File: src/design/versat_pkg.sv
`default_nettype none

package versat_pkg;

  localparam int DATA_W     = 32;
  localparam int STRB_W     = DATA_W / 8;
  localparam int MEM_ADDR_W = 8;
  localparam int MEM_WORDS  = 1 << MEM_ADDR_W;
  localparam int LEN_W      = 4;              // Words minus one
  localparam int BUF_WORDS  = 1 << LEN_W;
  localparam int N_UNITS    = 2;
  localparam int N_MASTERS  = N_UNITS + 1;    // Host window is the last master
  localparam int MASTER_W   = $clog2(N_MASTERS);
  localparam int WB_ADR_W   = 12;

  // Byte offsets inside a unit's 16-byte block
  localparam logic [3:0] REG_SRC  = 4'h0;
  localparam logic [3:0] REG_DST  = 4'h4;
  localparam logic [3:0] REG_LEN  = 4'h8;
  localparam logic [3:0] REG_CTRL = 4'hC;

  localparam logic [WB_ADR_W-1:0] MEM_BASE = 12'h400;

  typedef struct packed {
    logic                cyc;
    logic                stb;
    logic                we;
    logic [WB_ADR_W-1:0] adr;
    logic [DATA_W-1:0]   dat_w;
    logic [STRB_W-1:0]   sel;
  } wb_req_t;

  typedef struct packed {
    logic [DATA_W-1:0] dat_r;
    logic              ack;
  } wb_rsp_t;

  typedef struct packed {
    logic                  valid;
    logic [MEM_ADDR_W-1:0] addr;
    logic [DATA_W-1:0]     wdata;
    logic [STRB_W-1:0]     wstrb;
    logic [LEN_W-1:0]      len;
  } bus_req_t;

  typedef struct packed {
    logic              ready;
    logic              last;
    logic [DATA_W-1:0] rdata;
  } bus_rsp_t;

  typedef struct packed {
    logic [MEM_ADDR_W-1:0] src;
    logic [MEM_ADDR_W-1:0] dst;
    logic [LEN_W-1:0]      len;
    logic                  start;
  } copy_cfg_t;

  typedef struct packed {
    logic busy;
    logic done;
  } copy_stat_t;

  // Any strobe bit set means a write burst
  function automatic logic is_write(bus_req_t r);
    return |r.wstrb;
  endfunction

endpackage

`default_nettype wire

File: src/design/copy_unit.sv
`default_nettype none

module copy_unit (
  input  wire                        clk,
  input  wire                        rst,
  input  wire versat_pkg::copy_cfg_t cfg,
  output versat_pkg::copy_stat_t     stat,
  output versat_pkg::bus_req_t       req,
  input  wire versat_pkg::bus_rsp_t  rsp
);

  typedef enum logic [1:0] {CU_IDLE, CU_READ, CU_WRITE} cu_state_t;

  cu_state_t                         state;
  logic [versat_pkg::MEM_ADDR_W-1:0] src_q;
  logic [versat_pkg::MEM_ADDR_W-1:0] dst_q;
  logic [versat_pkg::LEN_W-1:0]      len_q;
  logic [versat_pkg::LEN_W-1:0]      idx;
  logic                              gap_q;
  logic                              done_q;
  logic                              beat;
  logic                              accept;
  logic [versat_pkg::DATA_W-1:0]     buffer [versat_pkg::BUF_WORDS];

  assign beat   = req.valid && rsp.ready;
  assign accept = state == CU_IDLE && cfg.start;   // Start is dropped while busy

  always_ff @(posedge clk or posedge rst) begin
    if (rst) begin
      state  <= CU_IDLE;
      idx    <= '0;
      gap_q  <= 1'b0;
      done_q <= 1'b0;
    end else begin
      case (state)
        CU_IDLE: begin
          if (accept) begin
            state  <= CU_READ;
            done_q <= 1'b0;
          end
        end
        CU_READ: begin
          if (beat) begin
            idx <= rsp.last ? '0 : idx + 1'b1;
            if (rsp.last) begin
              state <= CU_WRITE;
              gap_q <= 1'b1;   // Drop valid for a cycle between bursts
            end
          end
        end
        CU_WRITE: begin
          gap_q <= 1'b0;
          if (beat) begin
            idx <= rsp.last ? '0 : idx + 1'b1;
            if (rsp.last) begin
              state  <= CU_IDLE;
              done_q <= 1'b1;
            end
          end
        end
        default: state <= CU_IDLE;
      endcase
    end
  end

  // Configuration is captured so the host may rewrite registers mid-copy
  always_ff @(posedge clk) begin
    if (accept) begin
      src_q <= cfg.src;
      dst_q <= cfg.dst;
      len_q <= cfg.len;
    end
    if (state == CU_READ && beat) buffer[idx] <= rsp.rdata;
  end

  always_comb begin
    req.valid = state != CU_IDLE && !gap_q;
    req.addr  = (state == CU_WRITE) ? dst_q : src_q;
    req.wdata = buffer[idx];
    req.wstrb = (state == CU_WRITE) ? '1 : '0;
    req.len   = len_q;
  end

  assign stat.busy = state != CU_IDLE;
  assign stat.done = done_q;

endmodule

`default_nettype wire

File: config.mk
export PLATFORM = sky130hd
export DESIGN_NAME = copy_unit
export DESIGN_NICKNAME = d
export VERILOG_FILES = /design/src/design/versat_pkg.sv /design/src/design/copy_unit.sv
export SDC_FILE = /design/constraint.sdc
export NUM_CORES = 1
export LEC_CHECK = 0
export ABC_AREA = 1
export BUFFER_PORTS_ARGS = -buffer_cell sky130_fd_sc_hd__buf_2
export CAP_MARGIN = 20
export CORE_MARGIN = 2
export CORE_UTILIZATION = 56
export DETAILED_ROUTE_END_ITERATION = 6
export GPL_TIMING_DRIVEN = 0
export PLACE_DENSITY_LB_ADDON = 0.15
export SLEW_MARGIN = 15
export SYNTH_ARGS = -nofsm -noshare
export SYNTH_HDL_FRONTEND = slang
export SYNTH_SLANG_ARGS = --single-unit
File: constraint.sdc
create_clock -name clk -period 3.07 [get_ports clk]
set_input_delay 0.4605 -clock clk [delete_from_list [all_inputs] [get_ports clk]]
set_output_delay 0.4605 -clock clk [all_outputs]
set_load 0.01 [all_outputs]
==> qor.txt <==
outcome: finished, final reports clean
Primary FF master, synth: edfxtp_1
Via Count: 16510
syn_nets: 2515
clock root buffer: clkbuf_16
Non-Filler Instances: 3212
Slew @ Worst Pin: 0.7828 ns
worst reg-to-reg setup slack: 0.17 ns
Synth top cells by count: nand2_1, inv_1, edfxtp_1, nand3_1, buf_2
Mapped Cells: 2450
Starting DRT DRC Count: 1723
Slew Limit Fails: 0
Max Cap Viol: 0
Worst-path clk slew: 0.06 ns
H-tree depth: 2
Area Growth Syn to Fin: 14.34%
Crit. End Element: output port
Lkg Pwr: 12.80 nW
port bufs: 107
setup bufs post-CTS: 0
skew final: 0.01634 ns
CTS buffer count: 54
post-DR wirelength/cell: 18.48 um
required time worst endpoint: 2.61 ns
Seq/Total Area, Yosys: 0.6741
WHS: 0.03158 ns
share of cells above drive strength 1: 0.1242
Initial Util: 0.5695
vias per cell: 5.139
FFs w/ async S/R, synth: 0.01481
die area: 0.04452 sq mm
initial antenna violation count: 0
TritonCTS clock tree: built
IO Pins: 108
GR Layer Usage met1: 0.3645
largest net degree at the start of global routing: 25
overall die width: 211 um
Top Usage Layer GRT: met2
setup violators final: 0
Pwr Density: 820.0 mW/mm^2
Avg Synthesized Cell Area: 9.794 sq um
Synth top area share: 0.6658
Worst Setup Path Type: reg2out
number of global-route vias before repair: 15920
Mapped Area: 0.02400 sq mm
clk sinks: 540
Residual DRC: 0
grt ovf: 0
number of synthesized flops with an enable pin: 532
met2 usage: 0.4556
diode count: 0
max_slew headroom: 0.4769
GP Congestion: 0.8158
Hold Path Class: in2reg
distinct cell type count after synthesis: 20
crit path max fanout: 10
GR Util met3: 0.03985
ranking of synthesized cells by area: edfxtp_1, nand2_1, inv_1, nand3_1, buf_2
clk_lat worst skew: 0.60 ns
hpwl dp: 39040 um
crit path launch type: flop
dpl cells: 3112
maximum buffer depth of the clock tree: 3
first-pass GRT wire length: 89930 um
Yosys top cell by area: edfxtp_1
FMAX: 0.3329 GHz
die height: 211 um
total routed wirelength: 59360 um
most common cell in the netlist: nand2_1
RSZ-0062 raised after global routing: true
core box area: 0.04213 sq mm
Yosys Warn Count: 0
CP arrival: 2.54 ns
nets@finish: 2695
Final period util: 0.9786
GRT Overall Usage: 0.2724
TritonRoute pass-1 iters: 6
Max VDD drop: 0.0006785 V
post-route ant nets: 0
crit path time final: 3.004 ns
synthesized flop and latch total: 540
Final Hold Fails: 0
Cell Rows: 75
-- sequential cells by signal, indices dropped and copies added, names as in the netlist --
| signal | count |
|---|---|
| gap_q | 1 |
| done_q | 1 |
| src_q | 8 |
| state | 2 |
| dst_q | 8 |
| buffer | 512 |
| idx | 4 |
| len_q | 4 |
-- metal layers --
layer,vias to the layer above,wire [um]
met3,113,4818
met4,0,1668
met2,721,28730
met5,-,0
met1,7771,24150
li1,7900,-
-- logic make-up (layout without fill, tap and decap cells) --
logic type | after synthesis | count (layout) | synth area share
xor gates and xnor gates | 1 | 1 | 0.0003651
adders and majority gates | 8 | 8 | 0.004172
buffers and inverters | 700 | 923 | 0.1187
DFF | 540 | 540 | 0.6741
and+or+nand+nor | 1190 | 1190 | 0.2004
AOI/OAI and AO/OA | 11 | 11 | 0.002294
-- critical path: stages, from the launching register on --
cell and delay (ns):
dfrtp_1 0.43, buf_2 0.24, buf_2 0.31, buf_2 0.36, nand3_1 0.13, nand2_1 0.08
nand2_1 0.07, nand2_1 0.10, inv_1 0.04, nand2_1 0.06, buf_2 0.12
-- final timing paths --
| check | from | endpoint | cells after the start |
|---|---|---|---|
| max | idx[1] | req[22] | 10 |
| min | cfg[20] | src_q[7] | 1 |
| max reg2reg | idx[1] | buffer[13][26] | 8 |
| min reg2reg | gap_q | gap_q | 2 |
| max in group asynchronous | rst | state[1] | 3 |
| min in group asynchronous | rst | gap_q | 3 |
-- layout make-up --
type / instances / area [sq um]
clock inverter: 24 / 209.0
tap: 539 / 674.4
inverter: 596 / 2241
fill: 3226 / 14700
sequential: 540 / 16180
buffer: 104 / 623.1
multi-input combinational: 1210 / 5095
clock buffer: 75 / 1494
timing repair buffer: 124 / 925.9
-- power breakdown --
part / internal, W / total, W / switching, W
sequential: 0.00833 / 0.00840 / 0.0000714
clock: 0.00372 / 0.00643 / 0.00271
combinational: 0.00237 / 0.00767 / 0.00529
total: 0.0144 / 0.0225 / 0.00808
-- stage by stage --
step	worst slack, ns	TNS, ns	cell area [sq um]	power, W	util
3_3_place_gp	-1.677	-738.20	25210	0.01595	0.5982
6_report	0.06579	0	27440	0.02250	0.6512
5_1_grt	-0.03077	-0.1204	27440	0.02365	0.6512
2_1_floorplan	0.01641	0	24000	0.01328	-
3_5_place_dp	0.1510	0	25710	0.01618	0.6101
4_1_cts	0.02740	0	27430	0.02257	0.6509
-- layout by cell type, fill, tap and decap left out --
cell type,instances
clkbuf_16,57
dlygate4sd3_1,1
inv_2,15
nor2_2,3
o21ai_0,11
buf_16,8
ha_1,8
clkbuf_2,4
nand2_2,1
inv_1,579
clkinv_2,12
xor2_1,1
clkbuf_1,20
bufinv_16,4
nor2_1,3
inv_4,1
nand4_1,2
clkbuf_4,4
buf_1,2
edfxtp_1,532
buf_2,166
buf_8,1
nor2_4,16
dfrtp_1,8
nand2_1,902
clkinv_1,9
buf_4,30
nand3_1,263
buf_12,8
buf_6,2
-- what timing repair did --
item	in CTS	in global routing
endpoints found under the hold margin	8	0
resized for setup	5	5
setup endpoints to repair	25	15
hold buffers	1	0
Power figures use the tool's default switching activity.
