**src/design/versat_pkg.sv**
```systemverilog
`default_nettype none

package versat_pkg;

  localparam int DATA_W     = 32;
  localparam int STRB_W     = DATA_W / 8;
  localparam int MEM_ADDR_W = 8;
  localparam int MEM_WORDS  = 1 << MEM_ADDR_W;
  localparam int LEN_W      = 4;              // Words minus one
  localparam int BUF_WORDS  = 1 << LEN_W;
  localparam int N_UNITS    = 2;
  localparam int N_MASTERS  = N_UNITS + 1;    // Host window is the last master
  localparam int MASTER_W   = $clog2(N_MASTERS);
  localparam int WB_ADR_W   = 12;

  // Byte offsets inside a unit's 16-byte block
  localparam logic [3:0] REG_SRC  = 4'h0;
  localparam logic [3:0] REG_DST  = 4'h4;
  localparam logic [3:0] REG_LEN  = 4'h8;
  localparam logic [3:0] REG_CTRL = 4'hC;

  localparam logic [WB_ADR_W-1:0] MEM_BASE = 12'h400;

  typedef struct packed {
    logic                cyc;
    logic                stb;
    logic                we;
    logic [WB_ADR_W-1:0] adr;
    logic [DATA_W-1:0]   dat_w;
    logic [STRB_W-1:0]   sel;
  } wb_req_t;

  typedef struct packed {
    logic [DATA_W-1:0] dat_r;
    logic              ack;
  } wb_rsp_t;

  typedef struct packed {
    logic                  valid;
    logic [MEM_ADDR_W-1:0] addr;
    logic [DATA_W-1:0]     wdata;
    logic [STRB_W-1:0]     wstrb;
    logic [LEN_W-1:0]      len;
  } bus_req_t;

  typedef struct packed {
    logic              ready;
    logic              last;
    logic [DATA_W-1:0] rdata;
  } bus_rsp_t;

  typedef struct packed {
    logic [MEM_ADDR_W-1:0] src;
    logic [MEM_ADDR_W-1:0] dst;
    logic [LEN_W-1:0]      len;
    logic                  start;
  } copy_cfg_t;

  typedef struct packed {
    logic busy;
    logic done;
  } copy_stat_t;

  // Any strobe bit set means a write burst
  function automatic logic is_write(bus_req_t r);
    return |r.wstrb;
  endfunction

endpackage

`default_nettype wire

```
**src/design/bus_merge.sv**
```systemverilog
`default_nettype none

module bus_merge (
  input  wire                       clk,
  input  wire                       rst,
  input  wire versat_pkg::bus_req_t m_req [versat_pkg::N_MASTERS],
  output versat_pkg::bus_rsp_t      m_rsp [versat_pkg::N_MASTERS],
  output versat_pkg::bus_req_t      s_req,
  input  wire versat_pkg::bus_rsp_t s_rsp
);

  logic                            running;
  logic [versat_pkg::MASTER_W-1:0] owner;
  logic [versat_pkg::MASTER_W-1:0] rr_ptr;
  logic [versat_pkg::MASTER_W-1:0] pick;
  logic                            pick_valid;
  logic                            burst_end;

  // First requester at or after rr_ptr, wrapping
  always_comb begin : rr_pick
    int idx;
    pick       = '0;
    pick_valid = 1'b0;
    for (int k = versat_pkg::N_MASTERS - 1; k >= 0; k--) begin
      idx = int'(rr_ptr) + k;
      if (idx >= versat_pkg::N_MASTERS) idx = idx - versat_pkg::N_MASTERS;
      if (m_req[idx].valid) begin
        pick       = idx[versat_pkg::MASTER_W-1:0];
        pick_valid = 1'b1;
      end
    end
  end

  assign burst_end = running && s_req.valid && s_rsp.ready && s_rsp.last;

  always_ff @(posedge clk or posedge rst) begin
    if (rst) begin
      running <= 1'b0;
      owner   <= '0;
      rr_ptr  <= '0;
    end else if (!running) begin
      if (pick_valid) begin
        running <= 1'b1;
        owner   <= pick;
        rr_ptr  <= (pick == versat_pkg::N_MASTERS - 1) ? '0 : pick + 1'b1;
      end
    end else if (burst_end) begin
      running <= 1'b0;   // Bus idle for one cycle before the next grant
    end
  end

  always_comb begin
    s_req = '0;
    if (running) s_req = m_req[owner];
    for (int i = 0; i < versat_pkg::N_MASTERS; i++) begin
      m_rsp[i] = '0;
      if (running && owner == i) m_rsp[i] = s_rsp;   // Owner only
    end
  end

endmodule

`default_nettype wire

```
**config.mk**
```make
export PLATFORM = sky130hd
export DESIGN_NAME = bus_merge
export DESIGN_NICKNAME = d
export VERILOG_FILES = /design/src/design/versat_pkg.sv /design/src/design/bus_merge.sv
export SDC_FILE = /design/constraint.sdc
export NUM_CORES = 1
export LEC_CHECK = 0
export BUFFER_PORTS_ARGS = -buffer_cell sky130_fd_sc_hd__buf_2
export CAP_MARGIN = 20
export CELL_PAD_IN_SITES_DETAIL_PLACEMENT = 1
export CELL_PAD_IN_SITES_GLOBAL_PLACEMENT = 1
export CORE_AREA = 5 5 128 130
export CTS_CLUSTER_DIAMETER = 40
export DETAILED_ROUTE_END_ITERATION = 16
export DIE_AREA = 0 0 133 135
export PLACE_DENSITY_LB_ADDON = 0.1
export SLEW_MARGIN = 20
export SYNTH_ARGS = -nofsm -noshare
export SYNTH_HDL_FRONTEND = slang
export SYNTH_SLANG_ARGS = --single-unit
```
**constraint.sdc**
```tcl
create_clock -name clk -period 2.5 [get_ports clk]
set_clock_uncertainty 0.15 [all_clocks]
set_input_delay 0.5 -clock clk [delete_from_list [all_inputs] [get_ports clk]]
set_output_delay 0.5 -clock clk [all_outputs]
set_load 0.03 [all_outputs]
```
==> metrics list, run 1 <==
- Relative area change from synthesis to final layout: 86.09%
- Of all nets on the critical path, the largest fanout is 34.
* Final core area utilization: 0.2906
- Layout cells sized above 1: 0.5164
* Result of the run: completed
- Actual slew at the worst max-slew pin: 0.3950 ns
* Arrival time reported for the critical path endpoint: 1.70 ns
- Dividing the detail-routed wire length by the instance count gives 17.62 um.
* Count of input and output buffers: 333
- In this run, synthesis produced a sequential element count of 5.
* Number of nets with antenna violations after detailed routing: 0
- Entering global routing, the biggest net connects 48 pins.
- Vias per inst: 4.324
- Wire length after detailed routing: 15660 um
* Total placed instance area: 4274 sq um
- The number of global-route vias before repair is 4164.
- Clock net sink count: 5
- Summed over all failing endpoints, the final setup total negative slack is 0 ns.
- A synthesized cell averages 6.145 sq um.
* Diode count: 0
* Footprint of the flip-flops and latches: 130.1 sq um
* Final weighted congestion in routability-driven placement: 0.8003
* Area occupied by multi-input gates: 2059 sq um
- Worst rel slew slack: 0.7367
* Buffers from clock root to sink, at most: 2
- Total congestion overflow after global routing: 0
* Root Buffer Master: clkbuf_16
- Detailed-routing iteration count for the pre-antenna-repair pass: 4
- Cell chain of the critical path: clkinv_1 > nor3_2 > buf_12 > and2_1 > buf_2
* Fin crit share: 0.9399
- In the synthesized netlist the dominant register cell turns out to be dfrtp_1.
- STA puts the critical path data required time at 1.85 ns.
- For this run, the top clock speed supported by timing is 0.4256 GHz.
- Mapped cell area: 2347 sq um
- Clock tree synthesis inserted a total of 3 buffers.
- Max-cap violations in this run came to 0.
- The initial utilization of the core area, before any placement, comes to 0.1561.
* Endpoints failing setup: 0
- Full die area: 17960 sq um
- Kind of end point of the critical path: output pin
* Insertion delay to the later sink of the worst-skew pair: 0.23 ns
- Number of remaining DRC errors: 0
* Core region area: 15030 sq um
- Yosys mapped the design onto 33 distinct sky130hd cell types.
- Number of synthesized flops with an enable pin: 0
- Hold repair after CTS inserted 0 buffers.
- After routing the design area is 4368 sq um.
* Final-stage net count: 888
- In the global route stage, overall resource usage came out at 0.1615.
* Number of failing hold endpoints at the final stage: 0
- Largest stage delay, worst path: 0.42 ns
* VDD IR-drop max: 0.0005087 V
* Number of synthesis warnings: 0
- The worst hold path belongs to the class in2async.
- Wire length of the first global-routing pass: 23490 um
- Min setup slack post-route: 0.1501 ns
- Dividing total power by cell area gives a power density of 1469 nW/um^2.
* RSZ-0062 raised after global routing: false
- HPWL after detailed placement: 13040 um
- Category of the most critical setup path: reg2out
- CTS built an H-tree with a depth of 1.
- OpenSTA, run right after detailed placement, puts the worst setup slack at 0.2858 ns.
- 334 I/O pins were placed.
- The number of buffers and inverters on the critical path is 3.
- Counting every net in the synthesized netlist gives 568.
- The slowest stage of the critical path belongs to the cell dfrtp_1.
* Critical Path Source Type: register
- Chip Width: 133 um
* First DRT Iteration DRCs: 113
- Die Y-Extent: 135 um
- Leakage Power: 2.506 nW
- Final-report max-slew violation count: 0
- In the synthesized netlist, the number of instances is 382.
- Grouping stages by cell kind, the critical path spends the most delay in buffers and inverters.
- Number of cells upsized or downsized after cts: 0
- Initial antenna violation count: 1
- Share of flip-flops with an asynchronous set or reset after synthesis: 1.000
- The routed layout has 3844 vias.
* Shortest clock period the worst path allows after layout: 2.350 ns
- For this run, the register share of the synthesized area comes to 0.05330.
- Standard-cell rows: 45
- Clock-pin slew on the worst setup and hold paths: 0.03 ns
- Fill cells in the final layout number 1984.
- CTS tree: built
==> area by class of cell <==
type	count	share of cell area
multi-input cells	338	0.4715
repair buffers	348	0.4217
well taps	188	0.05385
flip-flops and latches	5	0.02979
clock buffers	4	0.01805
inverters	6	0.005156
==> placed cells by master (no fill, tap or decap), drive strengths merged <==
| cell type | count |
|---|---|
| o41ai | 1 |
| o21ai | 5 |
| dfrtp | 5 |
| nand2 | 6 |
| inv | 5 |
| nor2 | 100 |
| o221ai | 1 |
| a211o | 1 |
| a21oi | 51 |
| ha | 3 |
| buf | 348 |
| nor2b | 2 |
| nand4b | 1 |
| o22a | 2 |
| o31ai | 2 |
| nor4b | 1 |
| nand3 | 1 |
| clkbuf | 4 |
| and2b | 1 |
| mux2 | 1 |
| a32oi | 1 |
| o21a | 1 |
| a22o | 1 |
| or2 | 1 |
| mux2i | 50 |
| and2 | 102 |
| o22ai | 1 |
| nor3b | 1 |
| clkinv | 1 |
| nor3 | 1 |
==> report_power, final <==
part           leakage (nW)  internal (mW)  switching, mW
sequential           0.0581          0.123         0.0723
combinational          2.41           1.91           4.04
clock                0.0382          0.212         0.0543
==> worst paths after layout <==
check                       endpoint       from  slack [ns]  depth (start not counted)
hold / removal             rr_ptr[0]        rst        0.02                          2
min in group clk             running  s_rsp[32]        0.36                          2
setup reg to reg            owner[1]  rr_ptr[0]        0.30                          7
max in group asynchronous   owner[1]        rst        1.98                          2
hold reg to reg            rr_ptr[0]  rr_ptr[0]        0.41                          2
setup / recovery           m_rsp[86]    running        0.15                          5
==> synth_stat cells (2+ instances only) <==
cell	count	area, sq um
a21oi_1	50	250.2
and2_1	102	638.1
buf_1	5	18.77
buf_2	7	35.03
buf_6	2	22.52
clkbuf_1	19	71.32
dfrtp_1	5	125.1
ha_1	3	37.54
inv_1	5	18.77
mux2i_1	50	500.5
nand2_1	6	22.52
nor2_1	100	375.4
nor2b_1	2	12.51
o21ai_0	5	25.02
o22a_1	2	17.52
o31ai_1	2	15.01
==> state kept, by name (all words and copies together), names as in the netlist <==
register	flops
rr_ptr	2
running	1
owner	2
==> timing repair <==
item,in CTS,in global routing
setup buffers,0,2
setup endpoints to repair,0,24
endpoints found under the hold margin,0,0
==> stage by stage <==
stage,instances,hold WS [ns],power (mW)
after global routing,889,0.04474,6.906
final,889,0.01954,6.418
after global placement,883,0.2626,6.219
after CTS,887,0.02463,6.519
after detailed placement,883,0.2667,6.225
after floorplan,382,0.1285,4.301
==> metal layers <==
layer  wire length, um  GRT usage
met5                13          0
met4               165    0.02771
met3              1424    0.05328
met2              8503     0.3211
met1              5557     0.1649
==> kinds of logic after synthesis <==
logic type               after synthesis  synth area share
buffers and inverters                 39           0.07249
multiplexers                          51            0.2196
AO/OA/AOI/OAI                         67            0.1652
flip-flops                             5           0.05330
AND/OR/NAND/NOR                      217            0.4733
adder cells (fa/ha/maj)                3           0.01599
Note: power is estimated with default switching activity, not from simulation.
==> run 2, diff against run 1 <==
--- a/config.mk
+++ b/config.mk
@@ -5,14 +5,15 @@
 export SDC_FILE = /design/constraint.sdc
 export NUM_CORES = 1
 export LEC_CHECK = 0
+export ABC_AREA = 1
 export BUFFER_PORTS_ARGS = -buffer_cell sky130_fd_sc_hd__buf_2
 export CAP_MARGIN = 20
 export CELL_PAD_IN_SITES_DETAIL_PLACEMENT = 1
 export CELL_PAD_IN_SITES_GLOBAL_PLACEMENT = 1
-export CORE_AREA = 5 5 128 130
+export CORE_MARGIN = 5
+export CORE_UTILIZATION = 15
 export CTS_CLUSTER_DIAMETER = 40
 export DETAILED_ROUTE_END_ITERATION = 16
-export DIE_AREA = 0 0 133 135
 export PLACE_DENSITY_LB_ADDON = 0.1
 export SLEW_MARGIN = 20
 export SYNTH_ARGS = -nofsm -noshare
==> metrics list, run 2 <==
- Dividing the final minimum period by the clock period gives 0.9740.
- For this run, asynchronously set or reset flops after synthesis account for 1.000.
- In the global route stage, overall resource usage came out at 0.1704.
- In the final layout, the share of cells above drive strength 1 is 0.4621.
- CTS buffer count: 3
- After floorplanning, the core was sized to cover 13990 sq um.
- Entering global routing, the biggest net connects 42 pins.
- Across the run, the number of max-cap violations was 0.
* RSZ-0062 raised after global routing: true
- Worst rel slew slack: 0.5357
* Register bit count reported by yosys: 5
- R2R cell count: 11
- Routability-driven placement finished with a final weighted congestion of 0.8129.
* Cell type with the highest aggregate area in the netlist: nand2_1
- Count of input and output buffers: 333
- After clock tree synthesis, the clock-pin slew on the worst setup and hold paths is 0.04 ns.
- Chip Width: 129.9 um
- In the final timing run, aggregate negative setup slack is 0 ns.
* Actual slew at the worst max-slew pin: 0.6940 ns
- Cell types with the highest counts after synthesis: nand2_1 (152), nor2_1 (106), inv_1 (71)
* Number of H-tree levels: 1
- The first TritonRoute pass finished after 4 iterations.
- Count of pins on the block boundary: 334
* Full die area: 16860 sq um
- Using the TritonRoute via totals, the vias-per-cell ratio works out to 4.208.
- Area contributors post-synth: nand2_1 (26%), nor2_1 (18%), inv_1 (12%)
* Endpoints failing setup: 0
- The cell area that synthesis handed to floorplanning was 2155 sq um.
* Total congestion overflow after global routing: 0
* Most used DFF post-synth: dfrtp_1
- Via total after detailed routing: 4048
- At the worst endpoint, the arrival time is 1.78 ns.
* Top cell type's share of synthesized area: 0.2648
- Critical Path Source Type: register
- After clock tree synthesis, the setup repair step added 0 buffers.
* Insertion delay to the later sink of the worst-skew pair: 0.23 ns
- Wire length after detailed routing: 16010 um
- In this run, synthesis inferred 0 flip-flops with an integrated enable.
- Clock net sink count: 5
- The setup check on the worst reg-to-reg path leaves a slack of 0.59 ns.
- In this run the core area contains 43 standard-cell rows.
- The wire-length estimate of the detail-placed layout is 13800 um.
* Most frequent cells in the layout: buf_2 (333), nand2_1 (152), nor2_1 (106), inv_1 (71), nand3_1 (44)
* Distinct cell type count of the synthesized netlist: 27
- First DRT Iteration DRCs: 138
- Gate count of the mapped netlist: 462
* Number of remaining DRC errors: 0
* Max Clk Rate: 0.4107 GHz
- Leakage Power: 2.877 nW
- In this run the worst path has a maximum fanout of 29.
- Number of synthesis warnings: 0
- Number of failing hold endpoints at the final stage: 0
* Category of the most critical setup path: reg2out
* CTS tree: built
* Shortest clock period the worst path allows after layout: 2.435 ns
* Top Registers: owner x2, rr_ptr x2, running x1
- Post-synthesis area per instance: 4.664 sq um
- Final-stage net count: 966
* Worst hold margin: 0.02477 ns
* Initial standard-cell utilization of the core: 0.1540
- The count of final max-slew check failures came to 0.
- Root Buffer Master: clkbuf_16
- The number of global-route vias before repair came to 4089.
- Buffers from clock root to sink, at most: 2
* VDD IR-drop max: 0.0005637 V
- Net count after synthesis: 648
- By instance count, the leading cell after synthesis is nand2_1.
* Sequential cell area fraction in the yosys report: 0.05807
- Number of nets with antenna violations after detailed routing: 0
- In the final routed layout, each cell accounts on average for 16.64 um.
* Most frequent standard cell in the layout excluding fill and tap cells: buf_2
* Kind of end point of the critical path: output pin
* Total power per unit cell area: 1454 nW/um^2
* Data required, critical path: 1.85 ns
* Die Y-Extent: 129.9 um
- The first global-routing pass estimated 22710 um of wire.
- The initial antenna violation count was 3.
- Class of the most critical hold timing path: in2async
- FILL cells: 2015
- Relative area change from synthesis to final layout: 87.57%
- Result of the run: completed
-- run 2: cell types whose count changed after synthesis, moves of 4 or more --
cell | before | now
and2_1 | 102 | 1
inv_1 | 5 | 71
a22oi_1 | 0 | 22
buf_2 | 7 | 11
inv_2 | 0 | 5
buf_4 | 0 | 7
clkbuf_1 | 19 | 3
a31oi_1 | 0 | 6
nand2_1 | 6 | 152
mux2i_1 | 50 | 0
nand3_1 | 1 | 44
a21oi_1 | 50 | 3
nor2_1 | 100 | 106
-- run 2: logic make-up after synthesis --
family	Yosys count	share of synthesized area
AO/OA/AOI/OAI	36	0.1144
flip-flops	5	0.05807
AND/OR/NAND/NOR	313	0.5958
buffers and inverters	105	0.2143
adder cells (fa/ha/maj)	3	0.01742
-- run 2: metrics by stage --
step | worst slack [ns] | total power, mW | instance area (sq um) | utilization | std cells
2_1_floorplan | 0.2165 | 4.048 | 2155 | - | 462
3_3_place_gp | 0.3524 | 5.656 | 3953 | 0.2826 | 955
3_5_place_dp | 0.2601 | 5.706 | 3953 | 0.2826 | 955
4_1_cts | 0.01290 | 5.997 | 4031 | 0.2882 | 959
5_1_grt | -0.1074 | 6.364 | 4041 | 0.2889 | 962
6_report | 0.06512 | 5.875 | 4041 | 0.2889 | 962
-- run 2: final timing paths --
path / startpoint / end
max: owner[1] / s_req[35]
min: rst / rr_ptr[1]
max reg2reg: rr_ptr[0] / rr_ptr[1]
min reg2reg: rr_ptr[0] / rr_ptr[0]
max in group asynchronous: rst / running
min in group clk: rr_ptr[0] / rr_ptr[0]
-- run 2: per-layer routing --
metal	vias to the layer above	global-route usage	routed length, um
met3	11	0.03438	1235
met1	1832	0.1703	5558
li1	2035	-	-
met2	170	0.3573	9030
met5	-	0	0
met4	0	0.03240	185
-- run 2: area by class of cell --
type | instances | area (sq um) | area share
antenna | 3 | 7.507 | 0.001858
clock buffer | 4 | 78.83 | 0.01950
inverter | 77 | 296.5 | 0.07337
multi-input combinational | 352 | 1568 | 0.3879
sequential | 5 | 126.4 | 0.03127
tap | 180 | 225.2 | 0.05573
timing repair buffer | 341 | 1739 | 0.4303
-- run 2: power breakdown --
group          total (mW)  switching, mW  internal [mW]
sequential          0.167         0.0458          0.121
combinational        5.43           4.00           1.43
clock               0.274         0.0620          0.212
-- run 2: timing repair --
action                     4_1_cts  5_1_grt
hold endpoints to repair         0        0
setup endpoints to repair        0       80
gates resized for setup          0        2
hold buffers                     0        0
-- run 2: critical path, cell delays in order (launching register included) --
cell     delay (ns)
dfrtp_1        0.38
inv_1          0.11
nand2_1        0.09
inv_2          0.08
buf_4          0.31
a22oi_1        0.18
nand2_1        0.09
nand2_1        0.05
inv_1          0.06
buf_2          0.20
==> run 3, diff against run 2 <==
--- a/config.mk
+++ b/config.mk
@@ -11,7 +11,7 @@
 export CELL_PAD_IN_SITES_DETAIL_PLACEMENT = 1
 export CELL_PAD_IN_SITES_GLOBAL_PLACEMENT = 1
 export CORE_MARGIN = 5
-export CORE_UTILIZATION = 15
+export CORE_UTILIZATION = 14
 export CTS_CLUSTER_DIAMETER = 40
 export DETAILED_ROUTE_END_ITERATION = 16
 export PLACE_DENSITY_LB_ADDON = 0.1
==> constraint.sdc (replaced) <==
create_clock -name clk -period 2 [get_ports clk]
set_clock_uncertainty 0.15 [all_clocks]
set_input_delay 0.4 -clock clk [delete_from_list [all_inputs] [get_ports clk]]
set_output_delay 0.4 -clock clk [all_outputs]
set_load 0.03 [all_outputs]
==> metrics list, run 3 (same netlist as run 2, synthesis figures left out) <==
- Final std cell area, no fill: 5899 sq um
- Headroom to the max-slew limit came out at 0.8152.
- Number of cells in the design after placement: 971
- Detailed-routing iteration count for the pre-antenna-repair pass: 4
- R2R Path End: rr_ptr[1]
- Max Clk Rate: 0.4519 GHz
* Wire length of the first global-routing pass: 26770 um
- In the final routed layout, each cell accounts on average for 18.27 um.
- After global routing the overflow that remains totals 0.
- In this run the cell area measured after placement is 4135 sq um.
* R2R cell count: 13
- The count of endpoints failing hold in the final timing report is 0.
* First DRT Iteration DRCs: 85
* Class of the most critical hold timing path: in2reg
- Of the available clock period, the critical path in the final layout requires 1.106.
- Setup violations remaining at the end of the flow were counted as 139.
- Top Registers: owner x2, rr_ptr x2, running x1
- Of the total power, combinational logic draws 0.950.
- Buffers from clock root to sink, at most: 2
- Count of input and output buffers: 333
- The analysis attributes to net switching a power of 6.287 mW.
- Of the total power, the share spent switching nets is 0.5727.
* Aggregate negative setup slack: -15.59 ns
- Across the VDD grid, the largest voltage drop is 0.0006009 V.
- CTS placed an instance of clkbuf_16 at the clock tree root.
* Initial antenna violation count: 6
- Dividing the detail-routed via count by the number of cells gives 4.394.
- The floorplan step set the die width to 134.1 um.
* Relative area change from synthesis to final layout: 173.8%
- For the pin with the worst max-slew slack, the measured transition is 0.2768 ns.
* Number of nets with antenna violations after detailed routing: 0
- For this run, the post-layout net count is 989.
* Data required, critical path: 1.45 ns
* Origin of the worst setup path: owner[0]
* Post-layout instance count excluding filler cells: 995
- Met2 routed WL: 10240 um
- Most frequent cells in the layout: buf_2 (182), nand2_1 (150), buf_6 (104), inv_1 (69), buf_4 (57)
- The number of global-route vias before repair was 4809.
- Shortest clock period the worst path allows after layout: 2.213 ns
- Critical Path Source Type: register
- Tot GR Track Use: 0.1858
* Category of the most critical setup path: reg2out
* Top layer reached by signal wires: met5
* Part of the total power dissipated in sequential elements: 0.020
- RSZ-0062 raised after global routing: true
* Most frequent standard cell in the layout excluding fill and tap cells: buf_2
* Clock network power share: 0.030
- Startpoint of the lowest-slack hold path: s_rsp[32]
- For this design the ratio of total power to cell area is 1861 nW/um^2.
- The worst setup path is captured at an output pin.
- The internal portion of the total power is 4.690 mW.
* Max-cap violations: 0
- Number of H-tree levels: 1
- After detailed routing, the total wire length is 18180 um.
- Crit path to: m_rsp[83]
- Full die area: 17970 sq um
* Largest net degree at the start of global routing: 46
- At the worst endpoint, the arrival time is 1.66 ns.
- After detailed routing, the wire length on met1 is 6179 um.
* Standard-cell rows: 45
- Core region area: 15150 sq um
* Insertion delay to the later sink of the worst-skew pair: 0.23 ns
- The count of final max-slew check failures came to 0.
* Final weighted congestion in routability-driven placement: 0.8161
* Layout cells sized above 1: 0.5960
- In this run, CTS created clock tree buffers numbering 3.
- After detailed routing, the number of remaining DRC violations is 0.
* HPWL after detailed placement: 13340 um
* Die Y-Extent: 134.1 um
* Initial standard-cell utilization of the core: 0.1423
- For this design the static power due to leakage is 3.345 nW.
* Clock net sink count: 5
- Violations in the final reports: setup timing
* Count of pins on the block boundary: 334
* Crit Reg-Reg Startpoint: rr_ptr[0]
- The setup check on the worst reg-to-reg path leaves a slack of 0.19 ns.
- CTS tree: built
- The detailed router placed 4372 vias in this run.
- In the post-route analysis, the smallest setup slack over all paths is -0.2128 ns.
* Result of the run: finished with violations
- Along the worst path, the maximum fanout reaches 8.
- DR WL met3: 1262 um
* Worst hold margin: 0.3570 ns
- Clock-pin slew on the worst setup and hold paths: 0.03 ns
run 3: per-layer routing:
metal | GRT usage | up-vias
li1 | - | 2091
met1 | 0.1865 | 2057
met2 | 0.3768 | 190
met3 | 0.03901 | 30
met4 | 0.05882 | 4
met5 | 0 | -
run 3: power groups by stage:
stage | combinational (mW) | clock (mW) | sequential, mW
final | 10.4 | 0.330 | 0.215
after global routing | 11.1 | 0.346 | 0.224
after CTS | 10.1 | 0.334 | 0.203
after detailed placement | 7.29 | 0 | 0.205
after global placement | 7.23 | 0 | 0.203
after floorplan | 4.90 | 0 | 0.178
run 3: layout make-up:
cell class                      instances  area (sq um)
Fill cell                            1958          9246
Tap cell                              188         235.2
Timing Repair Buffer                  364          2995
Clock buffer                            4         78.83
Multi-Input combinational cell        352          2135
Inverter                               77         314.1
Sequential cell                         5         128.9
Antenna cell                            5         12.51
run 3: what timing repair did:
item	4_1_cts	5_1_grt
cloned	10	0
resized for setup	338	85
setup endpoints to repair	151	155
buffers inserted	4	0
endpoints found under the hold margin	5	0
pin swaps	3	4
hold buffers	1	0
run 3: stage by stage:
| stage | util | worst slack [ns] | power [mW] |
|---|---|---|---|
| after floorplan | - | 0.01189 | 5.080 |
| after global placement | 0.2730 | 0.009014 | 7.433 |
| after detailed placement | 0.2730 | -0.0007132 | 7.490 |
| after CTS | 0.3675 | -0.1685 | 10.60 |
| after global routing | 0.3893 | -0.3025 | 11.64 |
| final | 0.3895 | -0.2128 | 10.98 |
run 3: worst min path at each step:
stage | end | slack [ns] | cells past startpoint
3_3_place_gp | rr_ptr[0] | 0.16 | 2
2_1_floorplan | owner[0] | 0.03 | 1
4_1_cts | running | 0.36 | 4
5_1_grt | running | 0.38 | 4
3_5_place_dp | rr_ptr[0] | 0.16 | 2
6_report | running | 0.36 | 4
run 3: worst max-delay path, cell delays in order (launching register included):
cell,delay [ns]
dfrtp_2,0.43
or2_4,0.31
nor2_8,0.17
inv_8,0.09
buf_16,0.17
nor2_2,0.11
buf_6,0.14
