===== config.mk =====
export PLATFORM = sky130hd
export DESIGN_NAME = wb_regs
export DESIGN_NICKNAME = d
export VERILOG_FILES = /design/src/design/versat_pkg.sv /design/src/design/wb_regs.sv
export SDC_FILE = /design/constraint.sdc
export NUM_CORES = 1
export LEC_CHECK = 0
export BUFFER_PORTS_ARGS = -buffer_cell sky130_fd_sc_hd__buf_2
export CORE_MARGIN = 8
export CORE_UTILIZATION = 45
export DETAILED_ROUTE_END_ITERATION = 10
export PLACE_DENSITY = 0.92
export SETUP_SLACK_MARGIN = 0.4
export SLEW_MARGIN = 5
export SYNTH_ARGS = -nofsm -noshare
export SYNTH_HDL_FRONTEND = slang
export SYNTH_SLANG_ARGS = --single-unit

===== constraint.sdc =====
create_clock -name clk -period 2.45 [get_ports clk]
set_input_delay 0.245 -clock clk [delete_from_list [all_inputs] [get_ports clk]]
set_output_delay 0.245 -clock clk [all_outputs]
set_load 0.05 [all_outputs]

===== src/design/versat_pkg.sv =====
`default_nettype none

package versat_pkg;

  localparam int DATA_W     = 32;
  localparam int STRB_W     = DATA_W / 8;
  localparam int MEM_ADDR_W = 8;
  localparam int MEM_WORDS  = 1 << MEM_ADDR_W;
  localparam int LEN_W      = 4;              // Words minus one
  localparam int BUF_WORDS  = 1 << LEN_W;
  localparam int N_UNITS    = 2;
  localparam int N_MASTERS  = N_UNITS + 1;    // Host window is the last master
  localparam int MASTER_W   = $clog2(N_MASTERS);
  localparam int WB_ADR_W   = 12;

  // Byte offsets inside a unit's 16-byte block
  localparam logic [3:0] REG_SRC  = 4'h0;
  localparam logic [3:0] REG_DST  = 4'h4;
  localparam logic [3:0] REG_LEN  = 4'h8;
  localparam logic [3:0] REG_CTRL = 4'hC;

  localparam logic [WB_ADR_W-1:0] MEM_BASE = 12'h400;

  typedef struct packed {
    logic                cyc;
    logic                stb;
    logic                we;
    logic [WB_ADR_W-1:0] adr;
    logic [DATA_W-1:0]   dat_w;
    logic [STRB_W-1:0]   sel;
  } wb_req_t;

  typedef struct packed {
    logic [DATA_W-1:0] dat_r;
    logic              ack;
  } wb_rsp_t;

  typedef struct packed {
    logic                  valid;
    logic [MEM_ADDR_W-1:0] addr;
    logic [DATA_W-1:0]     wdata;
    logic [STRB_W-1:0]     wstrb;
    logic [LEN_W-1:0]      len;
  } bus_req_t;

  typedef struct packed {
    logic              ready;
    logic              last;
    logic [DATA_W-1:0] rdata;
  } bus_rsp_t;

  typedef struct packed {
    logic [MEM_ADDR_W-1:0] src;
    logic [MEM_ADDR_W-1:0] dst;
    logic [LEN_W-1:0]      len;
    logic                  start;
  } copy_cfg_t;

  typedef struct packed {
    logic busy;
    logic done;
  } copy_stat_t;

  // Any strobe bit set means a write burst
  function automatic logic is_write(bus_req_t r);
    return |r.wstrb;
  endfunction

endpackage

`default_nettype wire


===== src/design/wb_regs.sv =====
`default_nettype none

module wb_regs (
  input  wire                         clk,
  input  wire                         rst,
  input  wire versat_pkg::wb_req_t    wb_in,
  output versat_pkg::wb_rsp_t         wb_out,
  output versat_pkg::copy_cfg_t       cfg [versat_pkg::N_UNITS],
  input  wire versat_pkg::copy_stat_t stat [versat_pkg::N_UNITS],
  output versat_pkg::bus_req_t        host_req,
  input  wire versat_pkg::bus_rsp_t   host_rsp
);

  typedef enum logic [1:0] {WB_IDLE, WB_REG, WB_MEM, WB_DONE} wb_state_t;

  wb_state_t                             state;
  logic [versat_pkg::MEM_ADDR_W-1:0]     src_q [versat_pkg::N_UNITS];
  logic [versat_pkg::MEM_ADDR_W-1:0]     dst_q [versat_pkg::N_UNITS];
  logic [versat_pkg::LEN_W-1:0]          len_q [versat_pkg::N_UNITS];
  logic [versat_pkg::N_UNITS-1:0]        start_q;
  logic                                  host_v;
  logic                                  ack_q;
  logic [versat_pkg::DATA_W-1:0]         dat_q;
  logic [versat_pkg::DATA_W-1:0]         reg_rdata;
  logic [versat_pkg::WB_ADR_W-1:0]       mem_off;
  logic [versat_pkg::WB_ADR_W-5:0]       unit_sel;
  logic [3:0]                            reg_off;
  logic                                  access;
  logic                                  is_mem;
  logic                                  host_end;

  assign access   = wb_in.cyc && wb_in.stb;
  assign is_mem   = wb_in.adr >= versat_pkg::MEM_BASE;
  assign mem_off  = wb_in.adr - versat_pkg::MEM_BASE;
  assign unit_sel = wb_in.adr[versat_pkg::WB_ADR_W-1:4];
  assign reg_off  = wb_in.adr[3:0];
  assign host_end = host_rsp.ready && host_rsp.last;

  // Unmapped offsets and units read as zero
  always_comb begin
    reg_rdata = '0;
    for (int u = 0; u < versat_pkg::N_UNITS; u++) begin
      if (unit_sel == u) begin
        case (reg_off)
          versat_pkg::REG_SRC:  reg_rdata[versat_pkg::MEM_ADDR_W-1:0] = src_q[u];
          versat_pkg::REG_DST:  reg_rdata[versat_pkg::MEM_ADDR_W-1:0] = dst_q[u];
          versat_pkg::REG_LEN:  reg_rdata[versat_pkg::LEN_W-1:0] = len_q[u];
          versat_pkg::REG_CTRL: reg_rdata[1:0] = {stat[u].done, stat[u].busy};
          default:              reg_rdata = '0;
        endcase
      end
    end
  end

  always_ff @(posedge clk or posedge rst) begin
    if (rst) begin
      state   <= WB_IDLE;
      ack_q   <= 1'b0;
      host_v  <= 1'b0;
      start_q <= '0;
      src_q   <= '{default: '0};
      dst_q   <= '{default: '0};
      len_q   <= '{default: '0};
    end else begin
      ack_q   <= 1'b0;
      start_q <= '0;
      case (state)
        WB_IDLE: begin
          if (access && is_mem) begin
            host_v <= 1'b1;
            state  <= WB_MEM;
          end else if (access) begin
            state <= WB_REG;
          end
        end
        WB_REG: begin
          ack_q <= 1'b1;
          state <= WB_DONE;
          for (int u = 0; u < versat_pkg::N_UNITS; u++) begin
            if (wb_in.we && unit_sel == u) begin
              case (reg_off)
                versat_pkg::REG_SRC: src_q[u] <= wb_in.dat_w[versat_pkg::MEM_ADDR_W-1:0];
                versat_pkg::REG_DST: dst_q[u] <= wb_in.dat_w[versat_pkg::MEM_ADDR_W-1:0];
                versat_pkg::REG_LEN: len_q[u] <= wb_in.dat_w[versat_pkg::LEN_W-1:0];
                default: ;
              endcase
            end
          end
        end
        WB_MEM: begin
          if (host_end) begin
            host_v <= 1'b0;
            ack_q  <= 1'b1;
            state  <= WB_DONE;
          end
        end
        default: begin
          state <= WB_IDLE;
          // Start fires the cycle after the CTRL ack
          for (int u = 0; u < versat_pkg::N_UNITS; u++) begin
            start_q[u] <= wb_in.we && unit_sel == u && reg_off == versat_pkg::REG_CTRL &&
                          wb_in.dat_w[0];
          end
        end
      endcase
    end
  end

  always_ff @(posedge clk) begin
    if (state == WB_REG) dat_q <= reg_rdata;
    else if (state == WB_MEM && host_end) dat_q <= host_rsp.rdata;
  end

  always_comb begin
    host_req.valid = host_v;
    host_req.addr  = mem_off[versat_pkg::MEM_ADDR_W+1:2];   // Byte to word
    host_req.wdata = wb_in.dat_w;
    host_req.wstrb = wb_in.we ? wb_in.sel : '0;
    host_req.len   = '0;                                    // Single beat
  end

  always_comb begin
    for (int u = 0; u < versat_pkg::N_UNITS; u++) begin
      cfg[u].src   = src_q[u];
      cfg[u].dst   = dst_q[u];
      cfg[u].len   = len_q[u];
      cfg[u].start = start_q[u];
    end
  end

  assign wb_out.dat_r = dat_q;
  assign wb_out.ack   = ack_q;

endmodule

`default_nettype wire


==> results of run 1 <==
[power groups by stage]
stage / registers [mW] / clock network (mW) / logic [mW]
6_report: 1.83 / 0.891 / 1.91
4_1_cts: 1.83 / 0.900 / 1.91
3_5_place_dp: 1.86 / 0 / 1.90
5_1_grt: 1.86 / 0.961 / 2.02
3_3_place_gp: 1.85 / 0 / 1.87
2_1_floorplan: 2.72 / 0 / 0.708
[through the flow]
step | util (%) | area, um2
6_report | 55.33 | 4731
5_1_grt | 55.33 | 4731
4_1_cts | 54.83 | 4688
3_5_place_dp | 52.59 | 4497
3_3_place_gp | 52.59 | 4497
2_1_floorplan | - | 3913
[placed cells by master (no fill, tap or decap), types with 2 or more instances in the layout]
cell type	Yosys	layout
sky130_fd_sc_hd__a21oi_1	2	2
sky130_fd_sc_hd__a221o_1	4	4
sky130_fd_sc_hd__and2_1	5	5
sky130_fd_sc_hd__buf_2	2	162
sky130_fd_sc_hd__buf_4	46	8
sky130_fd_sc_hd__clkbuf_8	0	9
sky130_fd_sc_hd__clkinv_2	0	2
sky130_fd_sc_hd__conb_1	1	4
sky130_fd_sc_hd__dfrtp_1	46	46
sky130_fd_sc_hd__edfxtp_1	32	32
sky130_fd_sc_hd__ha_1	4	3
sky130_fd_sc_hd__inv_1	14	12
sky130_fd_sc_hd__inv_2	0	2
sky130_fd_sc_hd__inv_6	0	2
sky130_fd_sc_hd__mux2_2	45	44
sky130_fd_sc_hd__mux2i_1	9	9
sky130_fd_sc_hd__mux4_2	4	4
sky130_fd_sc_hd__nand2_1	9	9
sky130_fd_sc_hd__nand3_1	2	2
sky130_fd_sc_hd__nand4_1	4	4
sky130_fd_sc_hd__nor2_1	6	6
sky130_fd_sc_hd__nor2b_1	26	26
sky130_fd_sc_hd__nor4_1	3	2
sky130_fd_sc_hd__o21ai_0	6	6
sky130_fd_sc_hd__o221ai_1	2	2
sky130_fd_sc_hd__o22a_1	2	2
sky130_fd_sc_hd__o22ai_1	3	3
[metal layers]
metal | wire [um] | global-route usage [%]
met5 | 0 | 0
met2 | 5289 | 29.68
met4 | 370 | 8.993
met3 | 1311 | 8.333
met1 | 3992 | 19.25
[path summary, 6_finish.rpt]
kind | start | to | slack (ps) | depth (start not counted)
setup / recovery | state[1] | cfg[34] | 410 | 7
hold / removal | rst | ack_q | 110 | 2
setup reg to reg | state[1] | cfg[34] | 410 | 7
hold reg to reg | cfg[11] | cfg[11] | 540 | 1
max in group asynchronous | rst | cfg[27] | 1750 | 2
min in group clk | wb_in[9] | cfg[18] | 180 | 2
[critical path, stage by stage, from the launching register on]
cell	delay [ps]
sky130_fd_sc_hd__dfrtp_1	410
sky130_fd_sc_hd__inv_2	80
sky130_fd_sc_hd__ha_2	190
sky130_fd_sc_hd__and2b_2	160
sky130_fd_sc_hd__nor4b_4	300
sky130_fd_sc_hd__buf_4	180
sky130_fd_sc_hd__nand3_2	250
sky130_fd_sc_hd__mux2_2	370
[final cells by class]
cell class / instances / share of cell area (%)
sequential: 78 / 44.64
tap: 108 / 2.856
inverter: 15 / 1.190
clock inverter: 7 / 1.164
timing repair buffer: 172 / 18.96
multi-input combinational: 155 / 28.56
clock buffer: 9 / 2.618
[kinds of logic after synthesis]
group           share of synthesized area (%)
fa+ha+maj                               1.286
simple gates                            10.71
flops                                   54.28
compound gates                          4.245
buf+inv                                 11.74
other cells                           0.09637
mux                                     17.65
[registers in the layout (all words and copies together) (netlist names)]
name and count:
cfg 40, dat_q 32, start_q 2, state 2, ack_q 1, host_v 1
[what timing repair did]
item,in CTS,in global routing
pin swaps,1,1
hold buffers,0,0
gates resized for setup,2,6
setup buffers,1,3
setup endpoints to repair,12,31
==> run_results.csv, run 1 <==
group,metric,value,unit
timing,worst_pin_slew,957.7,ps
clock_tree,h-tree-depth,3,
timing,final-hold-violation-count,0,
die,number_of_top_level_design_ports,215,
placed_design,final_hpwl_dp,8.527,mm
synthesis,synth_seq_cells,78,
global_route,grt_pass1_wl,16.15,mm
global_route,grt_pass1_vias,3084,
timing,finalSetupViolCount,0,
synthesis,post_synth_most_frequent_cells,"46 x sky130_fd_sc_hd__buf_4, 46 x sky130_fd_sc_hd__dfrtp_1, 45 x sky130_fd_sc_hd__mux2_2",
clock_tree,cts.sinks,78,
job,max_cap_violations,0,
die,placeableCoreArea,0.008551,mm2
power,power_frac_clock,19.2,%
layout,seqCellArea,0.002112,mm2
synthesis,count_of_unique_library_cells_instantiated_by_yosys,41,
synthesis,number_of_synthesized_flops_with_an_enable_pin,32,
layout,final.fill_count,724,
synthesis,yosysTopAreaCell,"sky130_fd_sc_hd__dfrtp_1",
placed_design,port-buffer-count,162,
timing,setup_total_negative_slack,0,ps
global_route,globalRouteOverflowTotal,0,
setup_path,crit_type,"reg -> reg",
clock_tree,cts_root_buffer,"sky130_fd_sc_hd__clkbuf_8",
power,netSwitchingFraction,44.87,%
clock_tree,clk_pin_slew,90,ps
clock_tree,tritoncts,"done",
clock_tree,cts-buffers-inserted,9,
placed_design,place_ws,127.8,ps
timing,timing.final.crit_share,83.43,%
timing,finalMaxSlewViolations,0,
layout,areaGrowthSynthToFinish,21.58,%
layout,diode_count,0,
layout,multiInputGateArea,0.001351,mm2
route,antenna_left,0,
power,vdd_ir_drop_max,0.4249,mV
die,die_height,109.0,um
timing,relative_max_transition_margin,36.06,%
power,power.static_leakage,2.438,nW
power,pwr_density_cell,979.3,mW/mm2
power,share_comb_of_total_power,41.3,%
timing,rsz0062_at_grt,"true",
route,drt_iter0_drc,210,
power,switchingPower,2.079,mW
global_route,maximum_number_of_pins_on_one_net_before_global_route_repair,47,
synthesis,yosys_most_used_dff,"sky130_fd_sc_hd__dfrtp_1",
synthesis,synthesis.area,0.003891,mm2
die,initial_core_util,45.51,%
worst_hold_path,holdCritPathClass,"in -> async",
setup_path,cp.required,2690,ps
synthesis,ys_seq_area_share,54.28,%
placed_design,finalWeightedCongestion,0.8013,
route,routed_wl_per_cell,20.15,um
die,row_count,34,
setup_path,critPathCaptureType,"register",
die,design.die.area,0.01188,mm2
layout,share_of_layout_cells_above_drive_strength_1,57.11,%
route,routed-via-count,2862,
synthesis,postSynthCellCount,301,
clock_tree,clkLatencyLatePin,350,ps
route,detail_route.drc_violations,0,
synthesis,synthesis.area_per_instance,12.93,um2
power,power.total,4.633,mW
die,chipWidth,109.0,um
outcome,run_status,"finished, final reports clean",
setup_path,cp_max_fanout,8,
synthesis,synth.area.top_cells,"sky130_fd_sc_hd__dfrtp_1 30%, sky130_fd_sc_hd__edfxtp_1 25%, sky130_fd_sc_hd__mux2_2 13%, sky130_fd_sc_hd__buf_4 8.9%, sky130_fd_sc_hd__nor2b_1 4.2%",
timing,worst_slack,405.9,ps
timing,fin_crit,2044,ps
synthesis,synth_async_sr_flop_share,58.97,%
route,postRouteWirelength,10.96,mm
layout,layout.nets,526,
clock_tree,clock_tree.buffer_depth,2,
timing,fin_hold_ws,107.4,ps
timing,worst_clock_skew,14.28,ps
synthesis,synthesis.yosys.warnings,0,
synthesis,area_share_of_the_largest_cell_type_after_synthesis,29.58,%
global_route,track_usage,18.06,%
route,post_drt_via_cell_ratio,5.261,
power,intPower,2.554,mW
setup_path,worst_setup_path_start_kind,"register",
placed_design,place.detailed.instances,524,
power,sequentialPowerShare,39.5,%
route,drt_first_pass_iters,4,
timing,top_achievable_clock_speed,489.2,MHz
global_route,initial_antenna_violation_count,0,
setup_path,worst_path_arrival_time,2290,ps
layout,stdcell_count,544,
(Power assumes the default switching activity.)
==> run 2: changes to the inputs <==
--- a/config.mk
+++ b/config.mk
@@ -7,9 +7,9 @@
 export LEC_CHECK = 0
 export BUFFER_PORTS_ARGS = -buffer_cell sky130_fd_sc_hd__buf_2
 export CORE_MARGIN = 8
-export CORE_UTILIZATION = 45
+export CORE_UTILIZATION = 40
 export DETAILED_ROUTE_END_ITERATION = 10
-export PLACE_DENSITY = 0.92
+export PLACE_DENSITY = 0.87
 export SETUP_SLACK_MARGIN = 0.4
 export SLEW_MARGIN = 5
 export SYNTH_ARGS = -nofsm -noshare
==> constraint.sdc (replaced) <==
create_clock -name clk -period 1.7 [get_ports clk]
set_input_delay 0.17 -clock clk [delete_from_list [all_inputs] [get_ports clk]]
set_output_delay 0.17 -clock clk [all_outputs]
set_load 0.05 [all_outputs]
==> run_results.csv, run 2 (synthesis gave the netlist of run 1 again) <==
group,metric,value,unit
route,detail_route.drc_violations,0,
setup_path,critPathCaptureType,"register",
setup_path,cp_max_fanout,5,
placed_design,place_ws,-409.9,ps
clock_tree,clock_tree.buffer_depth,2,
outcome,run_status,"complete, but fails checks",
layout,largest_register_ff_count,40,
route,routed_wl_per_cell,19.72,um
setup_path,crit_type,"reg -> reg",
clock_tree,tritoncts,"done",
setup_path,cp.required,1940,ps
clock_tree,cts_root_buffer,"sky130_fd_sc_hd__clkbuf_8",
layout,layout_commonest_cell,"sky130_fd_sc_hd__buf_2",
die,initial_core_util,40.56,%
layout,diode_count,0,
layout,final.fill_count,745,
setup_path,worst_setup_path_start_kind,"register",
timing,timing.final.crit_share,109.3,%
timing,rsz0062_at_grt,"true",
timing,finalMaxSlewViolations,0,
layout,share_of_layout_cells_above_drive_strength_1,69.14,%
global_route,grt_pass1_wl,18.16,mm
global_route,maximum_number_of_pins_on_one_net_before_global_route_repair,22,
layout,layout_common_cells,"162 x sky130_fd_sc_hd__buf_2, 46 x sky130_fd_sc_hd__dfrtp_1, 32 x sky130_fd_sc_hd__edfxtp_1, 29 x sky130_fd_sc_hd__buf_4, 23 x sky130_fd_sc_hd__mux2_4",
job,max_cap_violations,0,
clock_tree,clk_pin_slew,90,ps
power,vdd_ir_drop_max,0.8641,mV
die,placeableCoreArea,0.009594,mm2
clock_tree,cts.sinks,78,
global_route,initial_antenna_violation_count,1,
timing,final-hold-violation-count,0,
layout,areaGrowthSynthToFinish,48.62,%
global_route,track_usage,18.27,%
route,routed-via-count,3038,
layout,seqCellArea,0.002112,mm2
global_route,globalRouteOverflowTotal,0,
route,postRouteWirelength,12.21,mm
outcome,violations,"negative setup slack",
placed_design,port-buffer-count,162,
setup_path,crit_chain,"inv_2 > ha_4 > and2b_2 > nor4b_4 > and4_4 > buf_6 > mux2_4",
die,number_of_top_level_design_ports,215,
die,row_count,36,
layout,multiInputGateArea,0.001708,mm2
setup_path,timing.critical_path.slowest_cell_delay,390,ps
placed_design,final_hpwl_dp,8.988,mm
global_route,grt_pass1_vias,3205,
timing,top_achievable_clock_speed,538.1,MHz
worst_hold_path,holdCritPathClass,"in -> reg",
setup_path,timing.critical_path.slowest_stage_cell,"sky130_fd_sc_hd__dfrtp_1",
clock_tree,clkLatencyLatePin,350,ps
timing,setup_total_negative_slack,-5017,ps
power,pwr_density_cell,1497,mW/mm2
route,post_drt_via_cell_ratio,4.908,
setup_path,worst_path_arrival_time,2100,ps
timing,finalSetupViolCount,45,
route,drt_first_pass_iters,4,
die,die_height,114.6,um
route,drt_iter0_drc,177,
clock_tree,cts-buffers-inserted,9,
layout,layout.nets,576,
timing,worst_clock_skew,14.53,ps
placed_design,finalWeightedCongestion,0.8818,
timing,fin_crit,1859,ps
power,power.static_leakage,2.937,nW
die,design.die.area,0.01314,mm2
clock_tree,h-tree-depth,3,
timing,worst_slack,-158.6,ps
die,chipWidth,114.6,um
route,antenna_left,0,
==> run 2: routing by layer <==
| metal | up-vias | wire [um] | track usage, % |
|---|---|---|---|
| met4 | 2 | 174 | 5.856 |
| met2 | 146 | 6193 | 32.22 |
| li1 | 1383 | - | - |
| met5 | - | 12 | 0 |
| met3 | 23 | 1104 | 6.804 |
| met1 | 1484 | 4724 | 19.73 |
==> run 2: metrics by stage <==
step / hold slack (ps) / instances / utilization (%) / power [mW] / cell area (um2)
6_report: 104.2 / 619 / 60.28 / 8.655 / 5783
5_1_grt: 89.37 / 619 / 60.28 / 9.031 / 5783
4_1_cts: 81.41 / 612 / 58.12 / 8.336 / 5577
3_5_place_dp: 137.7 / 577 / 50.12 / 5.754 / 4808
3_3_place_gp: 129.9 / 577 / 50.12 / 5.684 / 4808
2_1_floorplan: 316.5 / 304 / - / 5.081 / 3971
==> run 2: area by class of cell <==
type | count | area share (%)
repair buffers | 222 | 26.61
inverters | 15 | 1.017
multi-input cells | 155 | 29.53
clock buffers | 13 | 3.007
clock inverters | 3 | 0.4327
well taps | 133 | 2.878
flip-flops and latches | 78 | 36.52
==> run 2: path summary, 6_finish.rpt <==
path | slack [ps] | startpoint | end | depth (start not counted)
max in group asynchronous | 880 | rst | cfg[37] | 4
max | -160 | state[1] | cfg[26] | 7
max reg2reg | -160 | state[1] | cfg[26] | 7
min reg2reg | 540 | cfg[23] | cfg[23] | 1
min in group asynchronous | 310 | rst | cfg[22] | 3
min | 100 | wb_in[11] | cfg[20] | 2
==> run 2: what timing repair did <==
item,in CTS,in global routing
endpoints found under the hold margin,10,0
pin swaps,9,7
buffers inserted,12,7
setup endpoints to repair,108,110
resized for setup,84,29
cloned,6,0
hold buffers,1,0
==> run 2: critical path, delay by kind of cell, from the launching register on <==
| family | cells | cell delay (ps) |
|---|---|---|
| simple gates | 3 | 710 |
| flops | 1 | 390 |
| mux | 1 | 300 |
| buf+inv | 2 | 220 |
| fa+ha+maj | 1 | 130 |
==> run 2: power by group <==
| part | switching (mW) | leakage [nW] | internal (mW) |
|---|---|---|---|
| clock network | 0.701 | 0.0988 | 0.685 |
| registers | 0.101 | 0.944 | 2.52 |
| logic | 2.70 | 1.89 | 1.95 |
| total | 3.50 | 2.94 | 5.16 |
==> run 3: changes to the inputs <==
--- a/config.mk
+++ b/config.mk
@@ -6,10 +6,9 @@
 export NUM_CORES = 1
 export LEC_CHECK = 0
 export BUFFER_PORTS_ARGS = -buffer_cell sky130_fd_sc_hd__buf_2
-export CORE_MARGIN = 8
-export CORE_UTILIZATION = 40
+export CORE_UTILIZATION = 45
 export DETAILED_ROUTE_END_ITERATION = 10
-export PLACE_DENSITY = 0.87
+export PLACE_DENSITY = 0.92
 export SETUP_SLACK_MARGIN = 0.4
 export SLEW_MARGIN = 5
 export SYNTH_ARGS = -nofsm -noshare
==> constraint.sdc (replaced) <==
create_clock -name clk -period 1.81 [get_ports clk]
set_input_delay 0.181 -clock clk [delete_from_list [all_inputs] [get_ports clk]]
set_output_delay 0.181 -clock clk [all_outputs]
set_load 0.05 [all_outputs]
==> run_results.csv, run 3 (synthesis gave the netlist of run 1 again) <==
group,metric,value,unit
outcome,run_status,"complete, but fails checks",
route,post_drt_via_cell_ratio,5.228,
setup_path,crit-reg2reg-capture,"cfg[8]",
placed_design,place_ws,-293.4,ps
placed_design,finalWeightedCongestion,0.8430,
setup_path,crit_type,"reg -> reg",
die,row_count,33,
die,number_of_top_level_design_ports,215,
power,intPower,4.346,mW
clock_tree,clk_pin_slew,90,ps
setup_path,crit_chain,"inv_2 > ha_4 > and2b_2 > nor4b_4 > buf_4 > nand4_4 > mux2_4",
clock_tree,cts.sinks,78,
timing,fin_crit,1897,ps
timing,finalSetupViolCount,28,
global_route,globalRouteOverflowTotal,0,
layout,layout_common_cells,"162 x sky130_fd_sc_hd__buf_2, 46 x sky130_fd_sc_hd__dfrtp_1, 33 x sky130_fd_sc_hd__buf_4, 32 x sky130_fd_sc_hd__edfxtp_1, 24 x sky130_fd_sc_hd__mux2_4",
route,detail_route.drc_violations,0,
layout,layout.nets,568,
layout,largest_register_ff_count,40,
clock_tree,clock_tree.buffer_depth,2,
timing,worst_slack,-87.00,ps
clock_tree,h-tree-depth,3,
setup_path,register_to_register_path_setup_slack,-90,ps
clock_tree,cts-buffers-inserted,9,
setup_path,worst_path_arrival_time,2140,ps
die,placeableCoreArea,0.008299,mm2
timing,worst_clock_skew,7.358,ps
timing,fin_hold_ws,117.3,ps
setup_path,rr_startpoint,"state[1]",
route,postRouteWirelength,11.03,mm
power,power_frac_clock,16.2,%
timing,top_achievable_clock_speed,527.1,MHz
outcome,violations,"negative setup slack",
global_route,grt_pass1_wl,16.13,mm
global_route,maximum_number_of_pins_on_one_net_before_global_route_repair,27,
setup_path,critPathCaptureType,"register",
clock_tree,clkLatencyLatePin,360,ps
setup_path,worst_setup_path_start_kind,"register",
setup_path,cp.required,2050,ps
route,routed_wl_per_cell,18.89,um
layout,areaGrowthSynthToFinish,39.58,%
global_route,track_usage,24.54,%
power,switchingPower,3.139,mW
placed_design,final_hpwl_dp,7.596,mm
power,netSwitchingFraction,41.94,%
layout,layout_commonest_cell,"sky130_fd_sc_hd__buf_2",
layout,share_of_layout_cells_above_drive_strength_1,64.44,%
setup_path,rr_worst_depth,7,
worst_hold_path,worst_hold_startpoint,"host_rsp[12]",
placed_design,port-buffer-count,162,
timing,timing.final.crit_share,104.8,%
die,chipWidth,94.99,um
setup_path,timing.critical_path.slowest_cell_delay,390,ps
setup_path,timing.critical_path.slowest_stage_cell,"sky130_fd_sc_hd__dfrtp_1",
worst_hold_path,holdCritPathClass,"in -> reg",
timing,rsz0062_at_grt,"true",
timing,final-hold-violation-count,0,
setup_path,cp_max_fanout,8,
route,drt_first_pass_iters,4,
power,vdd_ir_drop_max,0.8244,mV
power,sequentialPowerShare,33.1,%
worst_hold_path,worst_hold_path.num_cells,2,
global_route,initial_antenna_violation_count,1,
route,drt_iter0_drc,171,
die,design.die.area,0.009023,mm2
global_route,grt_pass1_vias,3067,
route,routed-via-count,3053,
clock_tree,tritoncts,"done",
setup_path,path_buf_inv,2,
power,pwr_density_cell,1378,mW/mm2
die,die_height,94.99,um
timing,worst_pin_slew,510.2,ps
route,antenna_left,0,
worst_hold_path,holdPathEnd,"dat_q[12]",
job,max_cap_violations,0,
power,share_comb_of_total_power,50.7,%
clock_tree,cts_root_buffer,"sky130_fd_sc_hd__clkbuf_8",
die,initial_core_util,46.89,%
power,power.static_leakage,2.767,nW
timing,finalMaxSlewViolations,0,
setup_path,category_of_cells_accounting_for_the_largest_share_of_critical_path_delay,"simple AND/OR/NAND/NOR gates",
timing,relative_max_transition_margin,65.94,%
## run 3: cell types whose count changed in the layout (fill, tap and decap cells not counted), sizes merged
cell / before / now
buf: 221 / 212
clkbuf: 13 / 10
clkinv: 2 / 4
diode: 0 / 1
inv: 15 / 17
## run 3: layout make-up
| cell class | count | area, um2 |
|---|---|---|
| Tap cell | 105 | 131.4 |
| Antenna cell | 1 | 2.502 |
| Multi-Input combinational cell | 155 | 1550 |
| Clock inverter | 7 | 55.05 |
| Fill cell | 600 | 2868 |
| Sequential cell | 78 | 2112 |
| Inverter | 15 | 58.81 |
| Timing Repair Buffer | 214 | 1398 |
| Clock buffer | 9 | 123.9 |
## run 3: timing repair
action / CTS / global route
cloned: 4 / 1
hold buffers: 1 / 0
pin swaps: 5 / 5
endpoints found under the setup margin: 86 / 97
hold endpoints to repair: 20 / 0
setup buffers: 18 / 4
resized for setup: 48 / 21
## run 3: power by group through the flow
stage	Sequential (mW)	Clock, mW	Combinational (mW)
floorplan	3.69	0	1.01
CTS	2.48	1.25	3.52
detailed placement	2.52	0	2.71
global route	2.51	1.31	4.01
global placement	2.51	0	2.66
finish	2.48	1.21	3.80
## run 3: worst max path at each step
| stage | startpoint | cells past startpoint | slack (ps) | to |
|---|---|---|---|---|
| 3_5_place_dp | wb_in[43] | 6 | -290 | cfg[26] |
| 4_1_cts | state[1] | 7 | -30 | cfg[8] |
| 3_3_place_gp | wb_in[43] | 6 | -290 | cfg[30] |
| 2_1_floorplan | wb_in[42] | 6 | -290 | cfg[26] |
| 6_report | state[1] | 7 | -90 | cfg[8] |
| 5_1_grt | state[1] | 7 | -150 | cfg[8] |
## run 3: stage by stage
stage	std cells	instance area (um2)	power, mW	utilization (%)	setup TNS (ps)
after floorplan	304	3945	4.697	-	-6856
after global placement	539	4674	5.161	56.32	-9129
after detailed placement	539	4674	5.230	56.32	-9722
after CTS	578	5285	7.253	63.68	-276.9
after global routing	584	5431	7.827	65.45	-2754
final	584	5431	7.485	65.45	-1012
## run 3: layer usage
layer  routed length (um)  track usage [%]  vias to the layer above
li1                     -                -                     1368
met1                 4023            26.81                     1495
met2                 5775            43.47                      164
met3                  946            7.085                       26
met4                  285            11.74                        0
met5                    0                0                        -
